File: config.mk
export PLATFORM = sky130hd
export DESIGN_NAME = md_busy_timer
export DESIGN_NICKNAME = d
export VERILOG_FILES = /design/src/design/md_busy_timer.sv
export VERILOG_INCLUDE_DIRS = /design/src /design/src/design
export SDC_FILE = /design/constraint.sdc
export NUM_CORES = 1
export LEC_CHECK = 0
export CAP_MARGIN = 30
export CORE_AREA = 2 2 39 41
export CTS_CLUSTER_DIAMETER = 80
export DETAILED_ROUTE_END_ITERATION = 10
export DIE_AREA = 0 0 41 43
export DONT_BUFFER_PORTS = 1
export MAX_ROUTING_LAYER = met4
export SLEW_MARGIN = 20
export SYNTH_ARGS = -nofsm -noshare
export SYNTH_HDL_FRONTEND = slang
export SYNTH_SLANG_ARGS = --single-unit
File: constraint.sdc
create_clock -name clk -period 5.05 [get_ports clk]
set_clock_uncertainty 0.15 [all_clocks]
set_input_delay 1.01 -clock clk [delete_from_list [all_inputs] [get_ports clk]]
set_output_delay 1.01 -clock clk [all_outputs]
set_load 0.005 [all_outputs]
File: src/design/md_settings.svh
`ifndef MD_SETTINGS_SVH
`define MD_SETTINGS_SVH

// Operand and HI/LO register width
`define MD_XLEN 32

// Busy cycles that follow the start cycle
`define MD_MULT_CYCLES 5
`define MD_DIV_CYCLES 10

// Busy counter width, wide enough for the divide latency
`define MD_TIMER_W 4

`endif

File: src/design/md_busy_timer.sv
`timescale 1ns/1ps
`include "md_settings.svh"

module md_busy_timer (
	input  logic                   clk,
	input  logic                   rst,
	input  logic                   load,
	input  logic [`MD_TIMER_W-1:0] load_len,
	output logic                   last
);

	logic [`MD_TIMER_W-1:0] count;

	// Loadable down-counter, parks at zero
	always_ff @(posedge clk) begin
		if (rst) begin
			count <= '0;
		end else if (load) begin
			count <= load_len;
		end else if (count != '0) begin
			count <= count - 1'b1;
		end
	end

	// Final busy cycle
	assign last = (count == `MD_TIMER_W'(1));

	////////////////////////////////
	// Checks
	////////////////////////////////

	// The controller must wait for the previous run to drain
	a_no_reload: assert property (
		@(posedge clk) disable iff (rst)
		load |-> count == '0
	) else $error("busy timer reloaded while still counting");

endmodule

=== Word level (Yosys, flattened, before mapping) ===
Cells that the tools add are included.

* $add $sub $neg: 1
* Reduce and logical (&&, ||, !) cells: 2
* Mux-type cells: 2
* Equal/unequal tests: 1

{| class="wikitable"
|+ Operators with widths
! cell !! number
|-
| 4-bit two-way mux || 2
|-
| 4-bit by 1-bit == test with 1-bit output (second input constant) || 1
|-
| 4-bit nonzero test || 1
|-
| 4-bit by 1-bit subtractor with 4-bit output (second input constant) || 1
|-
| 2-bit nonzero test || 1
|}

* Word-level logic and storage cells: 7
* Register bits after elaboration: 4

=== Longest topological paths before layout ===
* Word-level depth: 3
* Gate-level depth with buffers: 5

=== Least setup slack after synthesis ===
Ideal clock, no wire load.

* Path kind: reg-to-output
* Start point: reg count[1]
* End point: out last
* Slack: 3.163 ns
* Stages on the path, launching flop included: 4
* Required time: 3.890 ns
* Buffers on the path: 0
* Data arrival time: 0.727 ns
* Cell sequence: dfxtp_1 -> inv_1 -> ha_1 -> nor3b_1

* Longest elaborated chain between the ends: 1

{| class="wikitable"
|+ Ends and longest elaborated chain
! what !! RTL line !! source
|-
| start, declared || md_busy_timer.sv:12 || <nowiki>logic [`MD_TIMER_W-1:0] count;</nowiki>
|-
| start signal, assigned || md_busy_timer.sv:19 || <nowiki>count <= load_len;</nowiki>
|-
| start signal, assigned || md_busy_timer.sv:21 || <nowiki>count <= count - 1'b1;</nowiki>
|-
| 4-bit by 1-bit == test with 1-bit output || md_busy_timer.sv:26 || <nowiki>assign last = (count == `MD_TIMER_W'(1));</nowiki>
|-
| end, declared || md_busy_timer.sv:9 || <nowiki>output logic last</nowiki>
|}

Every way passes these cells.

=== Worst setup path after layout ===
Ends and elaborated chain as after synthesis.

==> results.sh <==
export IMPL_cap_viol_max_count=0
export IMPL_grt_antenna_before_repair=0
export IMPL_route_vias_total=194
export IMPL_worstPathArrival_ns=1.05
export IMPL_die_h_um=43
export IMPL_synth_cells=27
export IMPL_final_instance_count_excl_fill=46
export IMPL_synth_edf_count=0
export IMPL_synth_seq_cells=4
export IMPL_period_share_pct=43.7
export IMPL_core_area_mm2=0.00138
export IMPL_drc=0
export IMPL_fp_dieW_um=41
export IMPL_postRouteAntennaNets=0
export IMPL_cts_resized=0
export IMPL_area_delta_synth_final_pct=17.3
export IMPL_wl_per_cell_um=9.52
export IMPL_syn_area_per_cell_um2=9.13
export IMPL_clockBufferDepth=2
export IMPL_power_density_mw_per_mm2=363
export IMPL_irDropWorstVdd_uv=109
export IMPL_gp_congestion=0.740
export IMPL_synth_flop_cell="dfxtp_1"
export IMPL_grtUsageTotal_pct=7.40
export IMPL_cts_tree="done"
export IMPL_largest_register="count"
export IMPL_async_flop_share_pct=0
export IMPL_dp_hpwl_um=329
export IMPL_timing_rr_end="count[1]"
export IMPL_clk_pin_slew_ns=0.04
export IMPL_via_per_inst=4.22
export IMPL_worst_pin_slew_ns=0.511
export IMPL_nNetsFinal=42
export IMPL_synth_area_leaders="dfxtp_1, ha_1, xnor2_1"
export IMPL_dieArea_mm2=0.00176
export IMPL_reg2reg_depth=5
export IMPL_rrSetupSlack_ns=3.29
export IMPL_top_regs="count x4"
export IMPL_row_count=14
export IMPL_setup_viol=0
export IMPL_worstSetupPathType="flip-flop to output pin"
export IMPL_synthTopCellsByCount="dfxtp_1, nand2_1, ha_1"
export IMPL_grt_pass1_wl_um=752
export IMPL_clkLatencyLatePin_ns=0.23
export IMPL_timing_fmax_mhz=453
export IMPL_fillers=150
export IMPL_grt_overflow_total=0
export IMPL_yosys_warnings=0
export IMPL_synth_net_count=37
export IMPL_root_buffer="clkbuf_4"
export IMPL_r2r_start="count[0]"
export IMPL_drt_iter0_drc=6
export IMPL_power_leakage_uw=0.000112
export IMPL_synth_largest_area_cell="dfxtp_1"
export IMPL_layout_drive_gt1_share_pct=20.0
export IMPL_synth_top_cell_area_share_pct=32.5
export IMPL_grt_start_max_net_pins=8
export IMPL_postCtsHoldBufs=0
export IMPL_critPathCaptureType="output pin"
export IMPL_largest_reg_flops=4
export IMPL_cp_max_fo=4
export IMPL_fin_crit_ns=2.21
export IMPL_place_port_buffers=0
export IMPL_slew_headroom_pct=65.9
export IMPL_drt_pass1_iter_count=3
export IMPL_placed_cells=43
export IMPL_setup_tns_ns=0
export IMPL_diodes=0
export IMPL_post_cts_setup_buffers=0
export IMPL_ios=8
export IMPL_start_util_pct=17.8
export IMPL_wl_um=438
export IMPL_outcome="finished, final reports clean"
export IMPL_grt_pass1_vias=193
export IMPL_ys_types=15
export IMPL_h_tree_depth=1
export IMPL_worstPathRequired_ns=3.89
export IMPL_startpoint="count[1]"
export IMPL_cts_buffers=3
export IMPL_syn_area_um2=246
export IMPL_critPathCapture="last"
export IMPL_start_kind="flip-flop"
export IMPL_slew_viol_final=0
export IMPL_rsz0062_at_grt="no"
export IMPL_cts_sinks=4
export IMPL_hp_class="flip-flop to flip-flop"
export IMPL_ys_seq_area_share_pct=32.5
export IMPL_hold_viol=0
-- cell usage in the layout (no fill, tap or decap), drive strengths merged --
cell type,Yosys,routed
dfxtp,4,4
a211o,1,1
nor3b,2,2
inv,2,2
or2,1,1
clkbuf,0,3
nand2,4,4
o22ai,2,2
xnor2,2,2
mux2,1,1
or3,1,1
a21oi,2,2
ha,3,3
o31ai,1,1
or4,1,1
-- power breakdown --
part / internal (uW) / leakage [uW] / switching [uW]
logic: 14.6 / 0.0000652 / 11.8
clock network: 26.5 / 0.0000138 / 12.5
registers: 35.8 / 0.0000332 / 3.73
total: 76.9 / 0.000112 / 28.1
-- metrics by stage --
stage	hold slack (ns)	util (%)	setup WS [ns]	instance area (um2)	total power (uW)
finish	0.464	20.9	2.84	289	105
detailed placement	0.456	19.3	3.07	267	66.6
global placement	0.455	19.3	3.08	267	66.8
floorplan	0.420	-	3.16	246	62.3
global route	0.509	20.9	2.73	289	116
CTS	0.462	20.9	2.81	289	108
-- worst max-delay path, stage by stage (launching register included) --
cell	delay (ns)
dfxtp_1	0.31
inv_1	0.11
ha_1	0.15
nor3b_1	0.26
-- worst min-delay path by stage --
stage,start,end,slack (ns),depth (start not counted)
2_1_floorplan,count[3],count[3],0.42,3
3_3_place_gp,count[3],count[3],0.45,3
3_5_place_dp,count[3],count[3],0.46,3
4_1_cts,count[3],count[3],0.46,3
5_1_grt,count[3],count[3],0.51,3
6_report,count[3],count[3],0.46,3
-- cells by family after synthesis --
family	count (synthesis)	synth area share [%]
adder cells (fa/ha/maj)	3	15.2
flip-flops	4	32.5
multiplexers	1	4.57
AND/OR/NAND/NOR	9	20.3
AO/OA/AOI/OAI	6	17.3
buffers and inverters	2	3.05
XOR/XNOR	2	7.11
-- metal layers --
metal | vias to the layer above | GRT usage [%] | wire length (um)
li1 | 106 | - | -
met1 | 77 | 7.69 | 194
met2 | 9 | 7.81 | 181
met3 | 2 | 4.19 | 44
met4 | 0 | 10.0 | 18
met5 | - | - | 0
-- final cells by class --
cell class	instances	area [um2]	share of cell area, %
Clock buffer	3	22.5	7.79
Inverter	2	7.51	2.60
Multi-Input combinational cell	21	159	55.0
Sequential cell	4	80.1	27.7
Tap cell	16	20.0	6.93
No activity file was read; power rests on OpenSTA's default activity.
