===== src/design/md_settings.svh =====
`ifndef MD_SETTINGS_SVH
`define MD_SETTINGS_SVH

// Operand and HI/LO register width
`define MD_XLEN 32

// Busy cycles that follow the start cycle
`define MD_MULT_CYCLES 5
`define MD_DIV_CYCLES 10

// Busy counter width, wide enough for the divide latency
`define MD_TIMER_W 4

`endif


===== src/design/md_pkg.sv =====
`include "md_settings.svh"

package md_pkg;

	////////////////////////////////
	// Instruction field codes
	////////////////////////////////
	localparam logic [5:0] opcode_special = 6'b000000;

	localparam logic [5:0] funct_mfhi  = 6'b010000;
	localparam logic [5:0] funct_mthi  = 6'b010001;
	localparam logic [5:0] funct_mflo  = 6'b010010;
	localparam logic [5:0] funct_mtlo  = 6'b010011;
	localparam logic [5:0] funct_mult  = 6'b011000;
	localparam logic [5:0] funct_multu = 6'b011001;
	localparam logic [5:0] funct_div   = 6'b011010;
	localparam logic [5:0] funct_divu  = 6'b011011;

	////////////////////////////////
	// Decoded operation and payloads
	////////////////////////////////
	typedef enum logic [3:0] {
		op_none,
		op_mult,
		op_multu,
		op_div,
		op_divu,
		op_mfhi,
		op_mflo,
		op_mthi,
		op_mtlo
	} md_op_e;

	typedef struct packed {
		md_op_e                op;
		logic [`MD_XLEN-1:0] a;
		logic [`MD_XLEN-1:0] b;
	} md_req_t;

	typedef struct packed {
		logic [`MD_XLEN-1:0] hi;
		logic [`MD_XLEN-1:0] lo;
	} md_result_t;

endpackage


===== src/design/md_hilo_regs.sv =====
`timescale 1ns/1ps
`include "md_settings.svh"

module md_hilo_regs import md_pkg::*; (
	input  logic                clk,
	input  logic                rst,
	input  md_req_t             req,
	input  logic                wr_hi,
	input  logic                wr_lo,
	input  logic                commit,
	input  md_result_t          pending,
	output logic [`MD_XLEN-1:0] hl_data
);

	logic [`MD_XLEN-1:0] hi_q;
	logic [`MD_XLEN-1:0] lo_q;

	// Architectural HI
	always_ff @(posedge clk) begin
		if (rst) begin
			hi_q <= '0;
		end else if (commit) begin
			hi_q <= pending.hi;
		end else if (wr_hi) begin
			hi_q <= req.a;
		end
	end

	// Architectural LO
	always_ff @(posedge clk) begin
		if (rst) begin
			lo_q <= '0;
		end else if (commit) begin
			lo_q <= pending.lo;
		end else if (wr_lo) begin
			lo_q <= req.a;
		end
	end

	// Read port, same cycle as the move-from
	always_comb begin
		case (req.op)
			op_mfhi: hl_data = hi_q;
			op_mflo: hl_data = lo_q;
			default: hl_data = '0;
		endcase
	end

	// Direct writes only happen in IDLE, commit only in RUN
	a_no_overlap: assert property (
		@(posedge clk) disable iff (rst)
		!(commit && (wr_hi || wr_lo))
	) else $error("commit collided with a direct HI/LO write");

endmodule


===== config.mk =====
export PLATFORM = sky130hd
export DESIGN_NAME = md_hilo_regs
export DESIGN_NICKNAME = d
export VERILOG_FILES = /design/src/design/md_pkg.sv /design/src/design/md_hilo_regs.sv
export VERILOG_INCLUDE_DIRS = /design/src /design/src/design
export SDC_FILE = /design/constraint.sdc
export NUM_CORES = 1
export LEC_CHECK = 0
export BUFFER_PORTS_ARGS = -buffer_cell sky130_fd_sc_hd__buf_2
export CAP_MARGIN = 20
export CORE_MARGIN = 2
export CORE_UTILIZATION = 30
export CTS_CLUSTER_SIZE = 28
export DETAILED_ROUTE_END_ITERATION = 10
export PLACE_DENSITY = 0.57
export SYNTH_ARGS = -nofsm -noshare
export SYNTH_HDL_FRONTEND = slang
export SYNTH_SLANG_ARGS = --single-unit

===== constraint.sdc =====
create_clock -name clk -period 2.15 [get_ports clk]
set_input_delay 0.5375 -clock clk [delete_from_list [all_inputs] [get_ports clk]]
set_output_delay 0.5375 -clock clk [all_outputs]
set_load 0.02 [all_outputs]

Word-level counts from Yosys, hierarchy flattened

Index checks and enable logic that the tools add are counted.

Multiplexer cells: 5
Equality and inequality tests: 2
Reduce and logical (&&, ||, !) cells: 2

Operators with widths:

| operator                                            | count |
|---|---|
| 2-to-1 mux 32 bit                                   | 4 |
| one-hot mux 32 bit (2 select lines)                 | 1 |
| equality test 4 x 3 -> 1 bit, second input constant | 2 |
| nonzero test 2 bit                                  | 2 |

Word-level logic and storage cells: 11
Register bits after elaboration: 64
Output and inout port bits: 32
Input bits: 137

Depth between registers and ports, before layout

Depth in word-level cells: 2
Depth in mapped cells: 4
Gate-level depth less buffers: 2

Worst setup path after synthesis

OpenSTA, ideal clock, no wires.

Path type: input-to-output
From: input req[65] in the netlist's numbering
To: output hl_data[17]
Slack: 254 ps
Arrival: 1359 ps
Cell stages on the path: 4
Cell sequence: buf_2 clkbuf_1 nand3b_1 a21oi_1

Word-level cells in the longest chain between the ends: 2
Elaborated cells between the ends (all ways): 3
Those cells by class: eq/ne: 2; mux: 1

Ends and longest elaborated chain:

| item                                  | line               | source |
|---|---|---|
| from (decl)                           | md_hilo_regs.sv:7  | `input md_req_t req,` |
| equality test 4 x 3 -> 1 bit          | md_hilo_regs.sv:42 | `case (req.op)` |
| one-hot mux 32 bit (2 select lines) * | md_hilo_regs.sv:42 |  |
| to (decl)                             | md_hilo_regs.sv:12 | `` output logic [`MD_XLEN-1:0] hl_data `` |

Every way passes the cells marked *; elsewhere a longest branch is shown, timed or not.

Final worst setup path

From: input req[65] in the netlist's numbering
To: output hl_data[21]

Same word-level chain as after synthesis.

==> qor.yml <==
setup_viol: 0
die-area_um2: 14100
hold-worst-slack_ns: 0.509
timing.setup.tns_ns: 0
row_count: 41
grtUsageMet3: 0.0396
seq_area_frac_synth: 0.325
synthToLayoutAreaGrowth_pct: 26.7
die_x_um: 119
ff2ff_path_depth: 2
clkSinkCount: 64
coreArea_um2: 12700
yosysWarnings: 0
utilization: 0.393
cap_violations: 0
grt_use_met1: 0.204
r2r-start: "lo_q[7]"
antenna_found_initial: 1
initial_core_util: 0.310
post_cts_buffers: 0
finalCritPeriodShare: 0.905
vias_per_cell: 4.99
io_pins: 169
netlist_instances: 399
synth_nets: 536
hp-class: "input pin to flop"
crit_path_end_kind: "output pin"
io_buffer_count: 136
root_buffer: "clkbuf_16"
p_comb_frac: 0.188
htree_levels: 3
hp-start: "pending[56]"
leakagePower_nw: 2.08
synthDistinctLibCells: 15
finClkSkew_ns: 0
gp_congestion: 0.712
netSwitchingFraction: 0.262
clk_latency_ns: 0.32
hold_viol_final: 0
vias: 3430
p_int_mw: 2.37
vdd_ir_drop_max_mv: 0.282
wl_per_cell_um: 16.3
die_y_um: 119
startpoint: "req[65]"
cts_tree: "yes"
clkTransAtPathRegs_ns: 0.05
min_period_ns: 1.95
fmax_mhz: 514
overflow: 0
required_ns: 1.61
setup_slack_ns: 0.205
use_met2: 0.260
grt_pass1_wl_um: 18100
start_kind: "input pin"
slew_viol_final: 0
status: "finished, final reports clean"
ant_nets: 0
antenna_cells: 0
dpl.hpwl_um: 7170
power_frac_seq: 0.413
ctsHoldBuffers: 0
relSlewSlack: 0.708
synth_area_um2: 3950
drc_errors: 0
grt_pass1_vias: 3601
cp_max_fo: 36
synth-seq-cells: 64
max-clock-path-buffers: 2
dp_slack_ns: 0.216
holdPathStages: 3
busiest_layer: "met2"
clkPwrFrac: 0.399
cts_resized: 0
wirelength_um: 11200
nets: 650
track_usage: 0.159
cp.arrival_ns: 1.41
tightest_slew_ns: 0.439
power.density_nw_per_um2: 641
critical_path_class: "input pin to output pin"
drive_gt1_frac: 0.384
rrSetupSlack_ns: 1.39
drt_iter0_drc: 116
p_switching_uw: 840
rsz0062_at_grt: "no"
grt_max_degree: 39
first_pass_iters: 4
cts_buffers: 9
avgSynthCellArea_um2: 9.89
[cell usage in the layout, fill, tap and decap left out]
| master | n |
|---|---|
| clkinv_2 | 1 |
| nand3b_1 | 64 |
| buf_2 | 135 |
| clkbuf_8 | 1 |
| mux2i_1 | 64 |
| dfxtp_1 | 64 |
| a21oi_1 | 32 |
| inv_2 | 1 |
| nand2b_1 | 1 |
| a211oi_2 | 38 |
| buf_4 | 4 |
| clkbuf_16 | 9 |
| a211oi_1 | 26 |
| buf_12 | 9 |
| clkbuf_1 | 3 |
| nor2b_1 | 64 |
[per-stage QoR]
| step | cell area (um^2) | total power, mW | std cells |
|---|---|---|---|
| 4_1_cts | 5000 | 3.26 | 688 |
| 6_report | 5000 | 3.21 | 688 |
| 2_1_floorplan | 3950 | 1.75 | 399 |
| 5_1_grt | 5000 | 3.37 | 688 |
| 3_3_place_gp | 4740 | 1.94 | 674 |
| 3_5_place_dp | 4740 | 1.95 | 674 |
[cell families after synthesis]
| logic type | after synthesis | share of synthesized area |
|---|---|---|
| AO/OA/AOI/OAI | 96 | 0.211 |
| buffers and inverters | 46 | 0.0774 |
| flip-flops | 64 | 0.325 |
| multiplexers | 64 | 0.162 |
| AND/OR/NAND/NOR | 129 | 0.225 |
[worst paths after layout]
kind,to
setup / recovery,hl_data[21]
hold / removal,hi_q[24]
setup reg to reg,lo_q[7]
hold reg to reg,hi_q[8]
[state kept, by name (all words and copies together) (netlist names)]
name / flops
hi_q: 32
lo_q: 32
[layout make-up]
type	count	area, um^2
clock inverter	1	5.00
timing repair buffer	148	886
sequential	64	1280
inverter	1	3.75
multi-input combinational	289	2360
fill	1322	7720
clock buffer	13	250
tap	172	215
[worst max-delay path, stage by stage]
cell	delay, ns
buf_2	0.14
buf_12	0.17
nand3b_1	0.16
a21oi_1	0.19
buf_2	0.20
[power groups by stage]
stage / registers (mW) / clock network, mW / logic, mW
finish: 1.32 / 1.28 / 0.602
global route: 1.33 / 1.39 / 0.655
CTS: 1.32 / 1.33 / 0.608
detailed placement: 1.35 / 0 / 0.606
global placement: 1.34 / 0 / 0.594
floorplan: 1.34 / 0 / 0.409
[Yosys cell counts, drive strengths merged]
cell type	number	share of area
a211oi	64	0.17
dfxtp	64	0.32
mux2i	64	0.16
nand3b	64	0.12
nor2b	64	0.10
a21oi	32	0.041
buf	28	0.060
clkbuf	17	0.016
inv	1	0.00095
nand2b	1	0.0016
[layer usage]
metal	vias up	part of all wire
li1	1680	-
met1	1641	0.47
met2	95	0.46
met3	12	0.057
met4	2	0.012
met5	-	0.0012
No activity file was read; power rests on OpenSTA's default activity.
