==> src/design/md_settings.svh <==
`ifndef MD_SETTINGS_SVH
`define MD_SETTINGS_SVH

// Operand and HI/LO register width
`define MD_XLEN 32

// Busy cycles that follow the start cycle
`define MD_MULT_CYCLES 5
`define MD_DIV_CYCLES 10

// Busy counter width, wide enough for the divide latency
`define MD_TIMER_W 4

`endif

==> src/design/md_pkg.sv <==
`include "md_settings.svh"

package md_pkg;

	////////////////////////////////
	// Instruction field codes
	////////////////////////////////
	localparam logic [5:0] opcode_special = 6'b000000;

	localparam logic [5:0] funct_mfhi  = 6'b010000;
	localparam logic [5:0] funct_mthi  = 6'b010001;
	localparam logic [5:0] funct_mflo  = 6'b010010;
	localparam logic [5:0] funct_mtlo  = 6'b010011;
	localparam logic [5:0] funct_mult  = 6'b011000;
	localparam logic [5:0] funct_multu = 6'b011001;
	localparam logic [5:0] funct_div   = 6'b011010;
	localparam logic [5:0] funct_divu  = 6'b011011;

	////////////////////////////////
	// Decoded operation and payloads
	////////////////////////////////
	typedef enum logic [3:0] {
		op_none,
		op_mult,
		op_multu,
		op_div,
		op_divu,
		op_mfhi,
		op_mflo,
		op_mthi,
		op_mtlo
	} md_op_e;

	typedef struct packed {
		md_op_e                op;
		logic [`MD_XLEN-1:0] a;
		logic [`MD_XLEN-1:0] b;
	} md_req_t;

	typedef struct packed {
		logic [`MD_XLEN-1:0] hi;
		logic [`MD_XLEN-1:0] lo;
	} md_result_t;

endpackage

==> src/design/md_control.sv <==
`timescale 1ns/1ps
`include "md_settings.svh"

module md_control import md_pkg::*; (
	input  logic                   clk,
	input  logic                   rst,
	input  md_req_t                req,
	input  logic                   last,
	output logic                   start,
	output logic                   load,
	output logic [`MD_TIMER_W-1:0] load_len,
	output logic                   wr_hi,
	output logic                   wr_lo,
	output logic                   commit,
	output logic                   stall
);

	typedef enum logic {
		st_idle,
		st_run
	} state_e;

	localparam logic [`MD_TIMER_W-1:0] mult_len = `MD_MULT_CYCLES;
	localparam logic [`MD_TIMER_W-1:0] div_len  = `MD_DIV_CYCLES;

	state_e state;
	logic   is_mul;
	logic   is_div;

	assign is_mul = (req.op == op_mult) || (req.op == op_multu);
	assign is_div = (req.op == op_div) || (req.op == op_divu);

	always_ff @(posedge clk) begin
		if (rst) begin
			state <= st_idle;
		end else if (start) begin
			state <= st_run;
		end else if (commit) begin
			state <= st_idle;
		end
	end

	// Launch only from IDLE so instructions seen in RUN are ignored
	assign start    = (state == st_idle) && (is_mul || is_div);
	assign load     = start;
	assign load_len = is_div ? div_len : mult_len;

	// Direct writes are dropped while an operation is in flight
	assign wr_hi = (state == st_idle) && (req.op == op_mthi);
	assign wr_lo = (state == st_idle) && (req.op == op_mtlo);

	assign commit = (state == st_run) && last;

	// Stall rises with the start cycle and covers all of RUN
	assign stall = start || (state == st_run);

	////////////////////////////////
	// Checks
	////////////////////////////////

	// Every launch ends in a commit within the longest latency
	a_start_commits: assert property (
		@(posedge clk) disable iff (rst)
		start |-> ##[1:`MD_DIV_CYCLES] commit
	) else $error("operation started but never committed");

	// Divide commits exactly its latency after the launch
	a_div_latency: assert property (
		@(posedge clk) disable iff (rst)
		start && is_div |-> ##`MD_DIV_CYCLES commit
	) else $error("divide committed at the wrong cycle");

endmodule

==> config.mk <==
export PLATFORM = sky130hd
export DESIGN_NAME = md_control
export DESIGN_NICKNAME = d
export VERILOG_FILES = /design/src/design/md_pkg.sv /design/src/design/md_control.sv
export VERILOG_INCLUDE_DIRS = /design/src /design/src/design
export SDC_FILE = /design/constraint.sdc
export NUM_CORES = 1
export LEC_CHECK = 0
export ABC_AREA = 1
export ABC_CLOCK_PERIOD_IN_PS = 900
export BUFFER_PORTS_ARGS = -buffer_cell sky130_fd_sc_hd__buf_2
export CELL_PAD_IN_SITES_DETAIL_PLACEMENT = 1
export CELL_PAD_IN_SITES_GLOBAL_PLACEMENT = 1
export CORE_MARGIN = 3
export CORE_UTILIZATION = 10
export CTS_CLUSTER_DIAMETER = 40
export CTS_CLUSTER_SIZE = 14
export DETAILED_ROUTE_END_ITERATION = 16
export PLACE_DENSITY = 0.95
export SYNTH_ARGS = -nofsm -noshare
export SYNTH_HDL_FRONTEND = slang
export SYNTH_SLANG_ARGS = --single-unit
export TNS_END_PERCENT = 10
==> constraint.sdc <==
create_clock -name clk -period 0.9 [get_ports clk]
set_clock_uncertainty 0.2 [all_clocks]
set_input_delay 0.18 -clock clk [delete_from_list [all_inputs] [get_ports clk]]
set_output_delay 0.18 -clock clk [all_outputs]
set_load 0.005 [all_outputs]
# After elaboration in Yosys (flattened, before gate mapping)
# Index checks and enable logic that the tools add are counted.
[word_totals] ff_bits=1 latchBits=0 ramBits=0 romBits=0 out_inout_bits=10 n_memories=0
[op_classes] add_sub_neg=0 mul=0 div_mod_pow=0 n_lt_le_gt_ge=0 eq_ne=6 shifts=0 mux=3 bitwise_logic=1 n_reduce_logical=9
[op_table] operator="== test 4 x 2 -> 1 bit (second input constant)" count=2
[op_table] operator="== test 4 x 3 -> 1 bit (second input constant)" count=2
[op_table] operator="== test 4 x 1 -> 1 bit (second input constant)" count=1
[op_table] operator="== test 4 bit (second input constant)" count=1
[op_table] operator="logical AND 1 bit" count=4
[op_table] operator="logical OR 1 bit" count=4
[op_table] operator="two-way mux 4 bit" count=1
[op_table] operator="two-way mux 1 bit" count=2
[op_table] operator="nonzero test 2 bit" count=1
[op_table] operator="NOT 1 bit" count=1

# Depth between registers and ports, before layout
[logic_depth] ltp_word=5 depth_mapped=7 depth_no_buf=6

# Least setup slack after synthesis
# No wires, ideal clock.
[synth_timing] path_kind="input-to-output" start="input req[67] (netlist bit)" end="output start" t_arrival_ps=661 t_required_ps=520 setup_slack_ps=-141 stages=6 path_cell_list="nor2_2 nand2_1 nand3_2 nand2_1 inv_1 buf_4"
[synth_via] elab_chain_cells=4 word_cells_on_any_way=8
[synth_rtl] item="start, declared" line="md_control.sv:7" source="input md_req_t req,"
[synth_rtl] item="== test 4 x 1 -> 1 bit, or another cell as far along" line="md_control.sv:30" source="assign is_mul = (req.op == op_mult) || (req.op == op_multu);"
[synth_rtl] item="logical OR 1 bit, on equally long branches" line="md_control.sv:30, md_control.sv:31"
[synth_rtl] item="logical OR 1 bit *" line="md_control.sv:44" source="assign start = (state == st_idle) && (is_mul || is_div);"
[synth_rtl] item="logical AND 1 bit *" line="md_control.sv:44"
[synth_rtl] item="end, declared" line="md_control.sv:9" source="output logic start,"
# Mark *: on every way between the ends. The rest lies on a longest branch, timed or not.

# Worst setup path in the final report
[layout_timing] start="input req[64] (netlist bit)" end="output start"
# Same word-level chain as after synthesis.

==> results.sh <==
export IMPL_status="complete, but fails checks"
export IMPL_violations="negative setup slack"
export IMPL_nFillCells=194
export IMPL_grt_met3_usage=0.003759
export IMPL_largest_register_ffs=1
export IMPL_post_route_period_util=1.345
export IMPL_ys_seq_elements=1
export IMPL_port_buffers=16
export IMPL_avgViaCountPerCell=3.828
export IMPL_maxSlewHeadroom=0.8729
export IMPL_finalWirelength_um=663
export IMPL_max_cap_violations=0
export IMPL_internal_power_uw=151.1
export IMPL_die_w_um=47.71
export IMPL_grt_max_degree=5
export IMPL_drcViolationCount=0
export IMPL_hold_viol=0
export IMPL_syn_to_final_growth_pct=127.3
export IMPL_register_area_um2=23.77
export IMPL_path_clk_slew_ns=0
export IMPL_die_area_um2=2276
export IMPL_first_pass_iters=1
export IMPL_gr_total_overflow=0
export IMPL_setup_slack_ns=-0.3103
export IMPL_r2r_setup_slack_ns=-0.12
export IMPL_top_regs="state x1"
export IMPL_rsz0062_at_grt="yes"
export IMPL_antennaDiodeCount=0
export IMPL_final_cell_mix="buf_2 (9), nand2_2 (6), inv_2 (5), buf_6 (5), buf_4 (4)"
export IMPL_fin_crit_ns=1.210
export IMPL_p_seq_frac=0.234
export IMPL_final_common_cell="buf_2"
export IMPL_powerDensity_nw_per_um2=617.5
export IMPL_power_leakage_nw=0.2187
export IMPL_gp_congestion=0.6495
export IMPL_worstSetupStartpointType="input pin"
export IMPL_drive_gt1_frac=0.8750
export IMPL_finalInstanceArea_um2=395.4
export IMPL_drt_iter0_drc=0
export IMPL_p_sw_frac=0.3811
export IMPL_worst_ep_required_time_ns=0.52
export IMPL_syn_area_um2=173.9
export IMPL_top_register="state"
export IMPL_syn_nets=103
export IMPL_clock_latency_ns=0
export IMPL_synthCells=32
export IMPL_rows=14
export IMPL_use_met1=0.05740
export IMPL_crit_path_max_fanout=3
export IMPL_cp_end_kind="primary output"
export IMPL_setup_viol=11
export IMPL_p_sw_uw=93.04
export IMPL_hold_path_class="input pin to register"
export IMPL_busiest_layer="met2"
export IMPL_yosys_warnings=0
export IMPL_worstPathArrival_ns=0.83
export IMPL_start_util=0.1103
export IMPL_wl_per_cell_um=10.36
export IMPL_worstSetupPathType="input pin to primary output"
export IMPL_final_nets=121
export IMPL_grt_total_usage=0.05438
export IMPL_grt_pass1_vias=231
export IMPL_final_antenna_net_count=0
export IMPL_synth_avg_cell_area_um2=5.435
export IMPL_io_pins=81
export IMPL_vias=245
export IMPL_yosysSeqAreaShare=0.1151
export IMPL_synth_cell_types=11
export IMPL_place_detailed_hpwl_um=582.4
export IMPL_met2_usage=0.1187
export IMPL_die_h_um=47.71
export IMPL_finalPower_uw=244.2
export IMPL_multi_input_area_um2=151.4
export IMPL_pwr_share_clk=0
export IMPL_p_comb_frac=0.766
export IMPL_max_freq_mhz=826.2
export IMPL_grt_pass1_wl_um=910
export IMPL_antenna_found_initial=0
export IMPL_max_vdd_ir_drop_uv=329.4
export IMPL_core_area_um2=1577
export IMPL_drv_slew=0
export IMPL_dpl_instance_area_um2=284.0
export IMPL_tightest_slew_ns=0.1891
-- metrics by stage --
step                      utilization  hold WS, ns  std cells  setup TNS [ns]  worst slack, ns
after global routing           0.2508       0.2797         64          -2.996          -0.3617
after CTS                      0.2071       0.2588         64          -2.713          -0.3229
after detailed placement       0.1802       0.2588         63          -2.911          -0.3631
after floorplan                     -       0.1462         32         -0.4824          -0.1065
after global placement         0.1802       0.2257         63          -2.557          -0.3058
final                          0.2508       0.2431         64          -2.437          -0.3103
-- timing repair --
action / CTS / global route
endpoints found under the setup margin: 11 / 11
pin swaps: 4 / 8
gates resized for setup: 12 / 18
hold buffers: 0 / 0
buffers inserted: 1 / 0
-- path summary, 6_finish.rpt --
path                            startpoint     to  cells past startpoint
worst min-delay path                   rst  state                      3
worst min register to register       state  state                      3
worst max-delay path               req[64]  start                      7
worst max register to register       state  state                      4
-- synth_stat cells, drive strengths merged --
library cell  count  area (um2)
buf               4       30.03
dfxtp             1       20.02
inv               9       33.78
nand2             8       32.54
nand3             2       15.01
nor2              6       30.03
nor4              1       6.260
or2               1       6.260
-- cells by family after synthesis --
family        Yosys count  synth area share
buf+inv                13            0.3669
flops                   1            0.1151
simple gates           18            0.5181
-- area by class of cell --
cell class                      instances  share of cell area
Inverter                                9             0.09810
Tap cell                               16             0.05063
Multi-Input combinational cell         18              0.3829
Sequential cell                         1             0.06013
Timing Repair Buffer                   20              0.4082
-- power groups by stage --
| stage | clock (mW) | sequential, mW | combinational [mW] |
|---|---|---|---|
| global placement | 0 | 0.0558 | 0.122 |
| global route | 0 | 0.0578 | 0.207 |
| detailed placement | 0 | 0.0562 | 0.130 |
| finish | 0 | 0.0572 | 0.187 |
| CTS | 0 | 0.0562 | 0.151 |
| floorplan | 0 | 0.0550 | 0.0733 |
-- metal layers --
metal	wire, um	vias to the layer above
li1	-	122
met1	212	110
met2	384	13
met3	66	0
met4	0	0
met5	0	-
-- critical path: stages --
cell and delay (ns):
buf_6 0.11, nor2_2 0.13, nand2_2 0.10, nand3_4 0.11, nand2_2 0.05, inv_2 0.07, buf_6 0.09
(Power assumes the default switching activity.)
