**config.mk**
```make
export PLATFORM = sky130hd
export DESIGN_NAME = md_decoder
export DESIGN_NICKNAME = d
export VERILOG_FILES = /design/src/design/md_pkg.sv /design/src/design/md_decoder.sv
export VERILOG_INCLUDE_DIRS = /design/src /design/src/design
export SDC_FILE = /design/constraint.sdc
export NUM_CORES = 1
export LEC_CHECK = 0
export ABC_AREA = 1
export BUFFER_PORTS_ARGS = -buffer_cell sky130_fd_sc_hd__buf_2
export CAP_MARGIN = 25
export CORE_AREA = 2 2 64 66
export DETAILED_ROUTE_END_ITERATION = 12
export DIE_AREA = 0 0 66 68
export PLACE_DENSITY = 0.66
export REMOVE_ABC_BUFFERS = 1
export SYNTH_ARGS = -nofsm -noshare
export SYNTH_HDL_FRONTEND = slang
export SYNTH_SLANG_ARGS = --single-unit
```
**constraint.sdc**
```tcl
create_clock -name vclk -period 0.8
set_input_delay 0.04 -clock vclk [all_inputs]
set_output_delay 0.04 -clock vclk [all_outputs]
set_load 0.005 [all_outputs]
```
**src/design/md_settings.svh**
```systemverilog
`ifndef MD_SETTINGS_SVH
`define MD_SETTINGS_SVH

// Operand and HI/LO register width
`define MD_XLEN 32

// Busy cycles that follow the start cycle
`define MD_MULT_CYCLES 5
`define MD_DIV_CYCLES 10

// Busy counter width, wide enough for the divide latency
`define MD_TIMER_W 4

`endif

```
**src/design/md_pkg.sv**
```systemverilog
`include "md_settings.svh"

package md_pkg;

	////////////////////////////////
	// Instruction field codes
	////////////////////////////////
	localparam logic [5:0] opcode_special = 6'b000000;

	localparam logic [5:0] funct_mfhi  = 6'b010000;
	localparam logic [5:0] funct_mthi  = 6'b010001;
	localparam logic [5:0] funct_mflo  = 6'b010010;
	localparam logic [5:0] funct_mtlo  = 6'b010011;
	localparam logic [5:0] funct_mult  = 6'b011000;
	localparam logic [5:0] funct_multu = 6'b011001;
	localparam logic [5:0] funct_div   = 6'b011010;
	localparam logic [5:0] funct_divu  = 6'b011011;

	////////////////////////////////
	// Decoded operation and payloads
	////////////////////////////////
	typedef enum logic [3:0] {
		op_none,
		op_mult,
		op_multu,
		op_div,
		op_divu,
		op_mfhi,
		op_mflo,
		op_mthi,
		op_mtlo
	} md_op_e;

	typedef struct packed {
		md_op_e                op;
		logic [`MD_XLEN-1:0] a;
		logic [`MD_XLEN-1:0] b;
	} md_req_t;

	typedef struct packed {
		logic [`MD_XLEN-1:0] hi;
		logic [`MD_XLEN-1:0] lo;
	} md_result_t;

endpackage

```
**src/design/md_decoder.sv**
```systemverilog
`timescale 1ns/1ps
`include "md_settings.svh"

module md_decoder import md_pkg::*; (
	input  logic [31:0]         instr,
	input  logic [`MD_XLEN-1:0] data1,
	input  logic [`MD_XLEN-1:0] data2,
	output md_req_t             req
);

	logic [5:0] opcode;
	logic [5:0] funct;
	md_op_e     op;

	assign opcode = instr[31:26];
	assign funct  = instr[5:0];

	// Only the SPECIAL class carries HI/LO work
	always_comb begin
		op = op_none;
		if (opcode == opcode_special) begin
			case (funct)
				funct_mult:  op = op_mult;
				funct_multu: op = op_multu;
				funct_div:   op = op_div;
				funct_divu:  op = op_divu;
				funct_mfhi:  op = op_mfhi;
				funct_mflo:  op = op_mflo;
				funct_mthi:  op = op_mthi;
				funct_mtlo:  op = op_mtlo;
				default:     op = op_none;
			endcase
		end
	end

	// Operands pass straight into the request
	always_comb begin
		req.op = op;
		req.a  = data1;
		req.b  = data2;
	end

endmodule

```
After elaboration in Yosys (flattened, before gate mapping)
Memories as Yosys holds them, arrays and structs flattened.
Index checks and enable logic that the tools add are counted.
{"block": "totals", "ff_bits": 0, "rom_bits": 128, "input_bits": 96, "elab_cells": 4, "memories": 1}
{"memory": "(no name shown)", "depth": 32, "word_bits": 4, "read_ports": 1, "rd_clocked_by_memory_dff": 0, "write_ports": 0, "line_no": "md_decoder.sv:22", "text": "case (funct)"}
{"block": "classes", "muxes": 2, "reduce_logical": 1}
{"cell": "4-bit 2-to-1 mux", "count": 2}
{"cell": "6-bit logical NOT", "count": 1}

Longest topological paths before layout
Gate-level depths: netlist of run 1.
An unclocked memory read counts as a cell.
{"block": "depth", "ltp_word": 3, "mapped_depth": 5, "ltp_nobuf": 5}

Worst setup path before layout of run 1
OpenSTA, ideal clock, no wires.
{"block": "synth_timing", "kind": "in2out", "from": "in instr[0]", "to": "out req[65] (netlist name)", "arrival_time_ps": 503, "required_time_ps": 760, "path_slack_ps": 257, "path_stages": 3, "path_buffers": 0, "path_cell_list": "ha_1 -> inv_1 -> nor3_2"}
{"element": "start: declaration", "line_no": "md_decoder.sv:5", "text": "input logic [31:0] instr,"}
{"element": "end: declaration", "line_no": "md_decoder.sv:8", "text": "output md_req_t req"}

==> results of run 1 <==
## routing by layer
layer	share of wire, %	track usage (%)
met4	1.6	3.32
met2	65	59.5
met5	0	0
met3	26	33.4
met1	7.8	5.66
## synthesized netlist by cell type (all sizes together)
master,n
buf,64
nand2,5
nor2,5
inv,4
nor3,4
nand3,3
ha,2
clkinv,1
## layout make-up
type,instances,share of cell area [%]
multi-input cells,19,52.2
repair buffers,16,25.9
well taps,50,16.8
inverters,5,5.05
## power groups by stage
stage	sequential, mW	clock, mW	combinational [mW]
6_report	0	0	0.118
5_1_grt	0	0	0.129
4_1_cts	0	0	0.0853
3_5_place_dp	0	0	0.0730
3_3_place_gp	0	0	0.0720
2_1_floorplan	0	0	0.0347
## cells by family (layout without fill, tap and decap cells)
kind of cell               count (synthesis)  after routing
adders and majority gates                  2              2
buffers and inverters                     69             21
and+or+nand+nor                           17             17
## repair_timing
| item | in CTS | in global routing |
|---|---|---|
| pin swaps | 4 | 5 |
| gates resized for setup | 8 | 14 |
| hold buffers | 0 | 0 |
| setup endpoints to repair | 2 | 2 |
## worst max path at each step
stage	start	end	slack, ns	depth (start not counted)
after global placement	instr[0]	req[66]	-0.002	7
after CTS	instr[1]	req[65]	0.009	5
after detailed placement	instr[0]	req[65]	-0.01	5
after global routing	instr[0]	req[65]	-0.004	5
after floorplan	instr[0]	req[65]	0.26	3
final	instr[0]	req[65]	0.03	5
==> run_results.csv, run 1 <==
group,metric,value,unit
setup_path,crit_chain,"buf_8, ha_4, inv_2, nor3_4, buf_2",
power,p_int,0.0561,mW
yosys,ys_top_cells_by_area,"buf_4 (77%), nor3_2 (6.4%), ha_1 (4.0%)",
drt,wl,6050,microns
setup_path,crit_type,"primary input to output port",
run_status,status,"finished, final reports clean",
power,swShare,52.5,%
yosys,synth-simple-area-share,16.4,%
setup_path,critPathMaxStageDelay,0.25,ns
floorplan,dieArea,4490,sq um
finish,multi_input_area,194,sq um
worst_hold_path,min_from,"data2[12]",
yosys,yosysWarningCount,0,
yosys,yosysSeqAreaShare,0,%
finish,layout_commonest_cell,"buf_2",
placement,post-place-cells,90,
drt,dr_total_vias,379,
finish,final_layout_size_suffix_gt1_share,77.5,%
yosys,muxShareOfSynthArea,0,%
power,p_leak,0.149,nW
setup_path,worstPathRequired,0.76,ns
finish,nets,140,
power,p_clk_share,0,%
global_route,grt_first_pass_wirelength,6560,microns
yosys,ys_types,10,
yosys,synth_top_cell_area_share,76.6,%
yosys,synthXorXnorAreaFrac,0,%
floorplan,core_area,3860,sq um
yosys,synth-compound-area-share,0,%
finish,flops_and_latches,0,
finish,fin_util,9.64,%
yosys,synth_area_leader_cell,"buf_4",
yosys,synth_cells,88,
setup_path,arrival,0.73,ns
placement,place_congestion,0.863,
sta,finalCritPeriodShare,96.4,%
drt,final_antenna_net_count,0,
worst_hold_path,min_path_cells,0,
floorplan,std_cell_rows,23,
setup_path,endpoint_kind,"output port",
setup_path,cp_slowest_cell,"ha_4",
worst_hold_path,min_to,"req[12]",
drt,drt_first_pass_iters,3,
sta,tightest_slew,0.132,ns
drt,wire_per_inst,67.2,microns
worst_hold_path,hold_path_class,"primary input to output port",
placement,placed_area,289,sq um
sta,period_needed,0.772,ns
sta,finalMaxSlewViolations,0,
sta,slew_headroom,91.2,%
finish,nClkBuffers,0,
floorplan,start_util,16.3,%
power,seqPwrFrac,0,%
floorplan,dieHeight,68,microns
sta,fmax,1300,MHz
drt,dr.first_iter.drc_count,12,
setup_path,start_kind,"primary input",
flow_run,maxCapViolations,0,
finish,synthToLayoutAreaGrowth,-40.7,%
power,comb_power_share,100.0,%
power,p_per_area,318,nW/um^2
sta,rsz0062_at_grt,"yes",
floorplan,pin_count,164,
finish,fin_area,372,sq um
global_route,globalRouteTotalUtil,25.7,%
setup_path,crit_buf_inv,3,
yosys,synth_top_family_by_area,"buffers and inverters",
power,vdd_drop_max,0.0338,mV
setup_path,critPathMaxFanout,3,
finish,n_antenna_cell,0,
finish,stdcell_count,90,
sta,holdWs,0.0801,ns
global_route,grt_pass1_vias,329,
finish,fillers,467,
global_route,grt-ovfl-total,0,
sta,finalSetupTns,0,ns
placement,dpl_worst_slack,-0.0125,ns
yosys,synth_area,627,sq um
clock_network,cts_setup_buffers,0,
finish,layout_common_cells,"buf_2 (14), nand2_1 (5), nor2_4 (3), nor3_2 (3)",
yosys,synth_fa_ha_area_share,3.99,%
global_route,grt_max_degree,5,
sta,setup_viol_count_final,0,
yosys,synth.avg_cell_area,7.12,sq um
floorplan,die_width,66,microns
sta,setup_ws,0.0284,ns
placement,port_buffers,16,
sta,finalHoldViolations,0,
global_route,grt_antenna_before_repair,0,
drt,drcViolationCount,0,
drt,vias_per_cell,4.21,
setup_path,cpLargestDelayFamily,"buffers and inverters",
finish,seqCellArea,0,sq um
power,p_sw,0.0620,mW
power,power.total,0.118,mW
No activity file was read; power rests on OpenSTA's default activity.
==> inputs of run 2 (changes only) <==
PLACE_DENSITY = default   (was 0.66)
PLACE_DENSITY_LB_ADDON = 0.2   (was default)
==> run 2 against run 1 <==
Via count fell by 8.4%. Worst setup slack improved by 0.024 ns. Largest cell class unchanged. First-iteration DRC count rose to 2.6 times the previous value.
==> run_results.csv, run 2 (same netlist as run 1, synthesis figures left out) <==
group,metric,value,unit
placement,dpl_worst_slack,-0.0511,ns
clock_network,cts_hold_repair.buffers,0,
finish,seqCellArea,0,sq um
finish,synthToLayoutAreaGrowth,-43.5,%
setup_path,worstPathRequired,0.76,ns
finish,n_antenna_cell,0,
floorplan,die_width,66,microns
power,p_per_area,318,nW/um^2
finish,layout_common_cells,"buf_2 (14), nand2_1 (5), nor3_2 (4)",
finish,layout_commonest_cell,"buf_2",
finish,stdcell_count,90,
setup_path,crit_type,"primary input to output port",
sta,setup_viol_count_final,0,
finish,nClkBuffers,0,
sta,fmax,1340,MHz
placement,post-place-cells,90,
floorplan,start_util,16.3,%
floorplan,core_area,3860,sq um
sta,slew_headroom,90.7,%
power,vdd_drop_max,0.0819,mV
sta,finalHoldViolations,0,
drt,drt_first_pass_iters,4,
placement,port_buffers,16,
setup_path,critPathMaxFanout,4,
drt,drcViolationCount,0,
placement,hpwl,5880,microns
finish,multi_input_area,188,sq um
global_route,globalRouteTotalUtil,25.6,%
sta,finalCritPeriodShare,93.5,%
global_route,grt-ovfl-total,0,
floorplan,pin_count,164,
global_route,grt_pass1_vias,328,
finish,fillers,469,
finish,flops_and_latches,0,
sta,finalSetupTns,0,ns
drt,wire_per_inst,66.6,microns
power,p_leak,0.144,nW
finish,final_layout_size_suffix_gt1_share,77.5,%
global_route,grt_first_pass_wirelength,6560,microns
placement,place_congestion,0.819,
setup_path,start_kind,"primary input",
global_route,grt_antenna_before_repair,0,
worst_hold_path,hold_path_class,"primary input to output port",
floorplan,dieArea,4490,sq um
sta,period_needed,0.748,ns
run_status,status,"finished, final reports clean",
drt,vias_per_cell,3.86,
drt,dr.first_iter.drc_count,31,
sta,finalMaxSlewViolations,0,
sta,setup_ws,0.0522,ns
drt,final_antenna_net_count,0,
sta,tightest_slew,0.139,ns
finish,nets,140,
drt,wl,5990,microns
setup_path,arrival,0.71,ns
finish,fin_util,9.18,%
global_route,grt_max_degree,5,
clock_network,cts_setup_buffers,0,
flow_run,maxCapViolations,0,
drt,dr_total_vias,347,
floorplan,std_cell_rows,23,
floorplan,dieHeight,68,microns
setup_path,endpoint_kind,"output port",
## run 2: cell count changes in the layout (fill, tap and decap cells not counted), sizes merged
cell	previous run	this run
inv	4	5
clkinv	1	0
## run 2: final timing paths
path	start	endpoint	slack (ns)	cells after the start
max	instr[31]	req[65]	0.05	5
min	data2[11]	req[11]	0.08	0
## run 2: worst max-delay path, stage by stage
cell and delay, ns:
buf_2 0.10, nor2_2 0.14, nand3_4 0.11, nor3_2 0.18, buf_2 0.14
## run 2: layout make-up
cell class	count	area share (%)
inverter	5	5.30
multi-input combinational	19	53.0
tap	50	17.7
timing repair buffer	16	24.0
## run 2: through the flow
stage | total power [mW] | instance area, sq um | hold WS [ns]
after floorplan | 0.0347 | 146 | 0.0800
after global placement | 0.0758 | 289 | 0.0802
after detailed placement | 0.0770 | 289 | 0.0802
after CTS | 0.0954 | 329 | 0.0802
after global routing | 0.122 | 354 | 0.0800
final | 0.112 | 354 | 0.0801
## run 2: what timing repair did
action | in CTS | in global routing
setup endpoints to repair | 2 | 3
pin swaps | 4 | 2
resized for setup | 10 | 6
## run 2: per-layer routing
metal / vias up / track usage, % / share of wire, %
li1: 107 / - / -
met1: 125 / 8.59 / 12
met2: 113 / 59.0 / 64
met3: 2 / 29.6 / 23
met4: 0 / 1.53 / 0.82
met5: - / 0 / 0
## run 2: power breakdown
part	internal [mW]	switching, mW	leakage (nW)
Clock	0	0	0
Sequential	0	0	0
Combinational	0.0508	0.0616	0.144
Total	0.0508	0.0616	0.144
==> inputs of run 3 (changes only) <==
CORE_AREA = 2 2 63 65   (was 2 2 64 66)
DIE_AREA = 0 0 65 67   (was 0 0 66 68)
clock period = 0.9 ns   (was 0.8 ns; I/O delays follow)
==> run 3 against run 2 <==
Final cell count decreased by 2.2%. First-iteration DRC count decreased by 58%. Worst hold slack improved by 0.010 ns. Sequential cell count unchanged. Via count increased by 5.2%. Combinational power decreased by 31%. Worst setup slack got worse by 0.0051 ns. Non-clock buffer count unchanged. Total power decreased by 31%. Utilization decreased by 0.75 points. Critical endpoint is now req[66].
==> run_results.csv, run 3 (same netlist as run 1, synthesis figures left out) <==
group,metric,value,unit
run_status,status,"finished, final reports clean",
sta,finalHoldViolations,0,
drt,wl,5990,microns
floorplan,dieHeight,67,microns
global_route,met1_usage,7.20,%
placement,dpl_worst_slack,0.0555,ns
finish,synthToLayoutAreaGrowth,-51.5,%
finish,stdcell_count,88,
drt,wire_per_inst,68.1,microns
floorplan,core_area,3610,sq um
placement,placed_area,287,sq um
placement,port_buffers,16,
drt,drcViolationCount,0,
power,vdd_drop_max,0.0462,mV
sta,finalSetupTns,0,ns
floorplan,pin_count,164,
power,power.total,0.0778,mW
drt,drt_first_pass_iters,4,
sta,setup_viol_count_final,0,
drt,dr.first_iter.drc_count,13,
setup_path,critPathMaxStageDelay,0.18,ns
global_route,grt_antenna_before_repair,0,
global_route,use_met3,31.3,%
drt,vias_per_cell,4.15,
placement,post-place-cells,88,
setup_path,worstPathRequired,0.85,ns
setup_path,crit_type,"primary input to output port",
floorplan,std_cell_rows,22,
sta,finalMaxSlewViolations,0,
finish,flops_and_latches,0,
finish,seqCellArea,0,sq um
global_route,busiest_layer,"met2",
finish,nClkBuffers,0,
worst_hold_path,hold_path_class,"primary input to output port",
floorplan,die_width,65,microns
sta,finalCritPeriodShare,94.8,%
sta,setup_ws,0.0470,ns
sta,rsz0062_at_grt,"no",
power,p_per_area,256,nW/um^2
setup_path,critPathMaxFanout,3,
finish,layout_commonest_cell,"buf_2",
drt,dr_total_vias,365,
setup_path,crit_chain,"buf_2, ha_1, nor2_1, nor2_2, nor3_2, buf_2",
setup_path,start_kind,"primary input",
finish,n_antenna_cell,0,
global_route,grt_pass1_vias,348,
sta,fmax,1170,MHz
setup_path,crit_start,"instr[0]",
global_route,use_met2,61.7,%
sta,period_needed,0.853,ns
setup_path,endpoint_kind,"output port",
global_route,grt_max_degree,5,
finish,layout_common_cells,"buf_2 (16), nand2_1 (5), nor2_2 (4), nor3_2 (4), inv_1 (3)",
setup_path,critical_path.most_common_cell,"buf_2",
placement,place_congestion,0.801,
setup_path,cp_slowest_cell,"ha_1",
power,p_leak,0.135,nW
setup_path,arrival,0.81,ns
global_route,grt-ovfl-total,0,
setup_path,crit_buf_inv,2,
sta,slew_headroom,90.3,%
sta,tightest_slew,0.144,ns
floorplan,start_util,17.4,%
finish,fin_area,304,sq um
global_route,globalRouteTotalUtil,26.6,%
flow_run,maxCapViolations,0,
global_route,grt_first_pass_wirelength,6730,microns
finish,final_layout_size_suffix_gt1_share,67.5,%
floorplan,dieArea,4360,sq um
setup_path,cpLargestDelayFamily,"simple AND/OR/NAND/NOR gates",
finish,nets,140,
drt,final_antenna_net_count,0,
worst_hold_path,min_from,"data2[20]",
-- run 3: timing repair --
item / CTS / global route
setup buffers: 0 / 0
endpoints found under the setup margin: 0 / 2
resized for setup: 0 / 5
hold buffers: 0 / 0
-- run 3: area by class of cell --
| cell class | count | area (sq um) |
|---|---|---|
| Inverter | 5 | 18.8 |
| Multi-Input combinational cell | 19 | 145 |
| Tap cell | 48 | 60.1 |
| Timing Repair Buffer | 16 | 80.1 |
| Fill cell | 418 | 3300 |
-- run 3: metrics by stage --
step / util (%) / hold slack (ns)
after floorplan: - / 0.0900
after global placement: 7.95 / 0.0902
after detailed placement: 7.95 / 0.0902
after CTS: 7.95 / 0.0902
after global routing: 8.43 / 0.0900
final: 8.43 / 0.0900
-- run 3: layer usage --
layer / vias up / share of wire (%)
met5: - / 0
met4: 0 / 0.85
met3: 2 / 24
met2: 123 / 65
met1: 132 / 10
li1: 108 / -
-- run 3: where the power goes --
group | total (mW) | switching [mW] | internal, mW
clock network | 0 | 0 | 0
logic | 0.0778 | 0.0440 | 0.0338
registers | 0 | 0 | 0
total | 0.0778 | 0.0440 | 0.0338
-- run 3: final timing paths --
kind | depth (start not counted) | end | slack [ns]
worst max-delay path | 6 | req[66] | 0.05
worst min-delay path | 0 | req[20] | 0.09
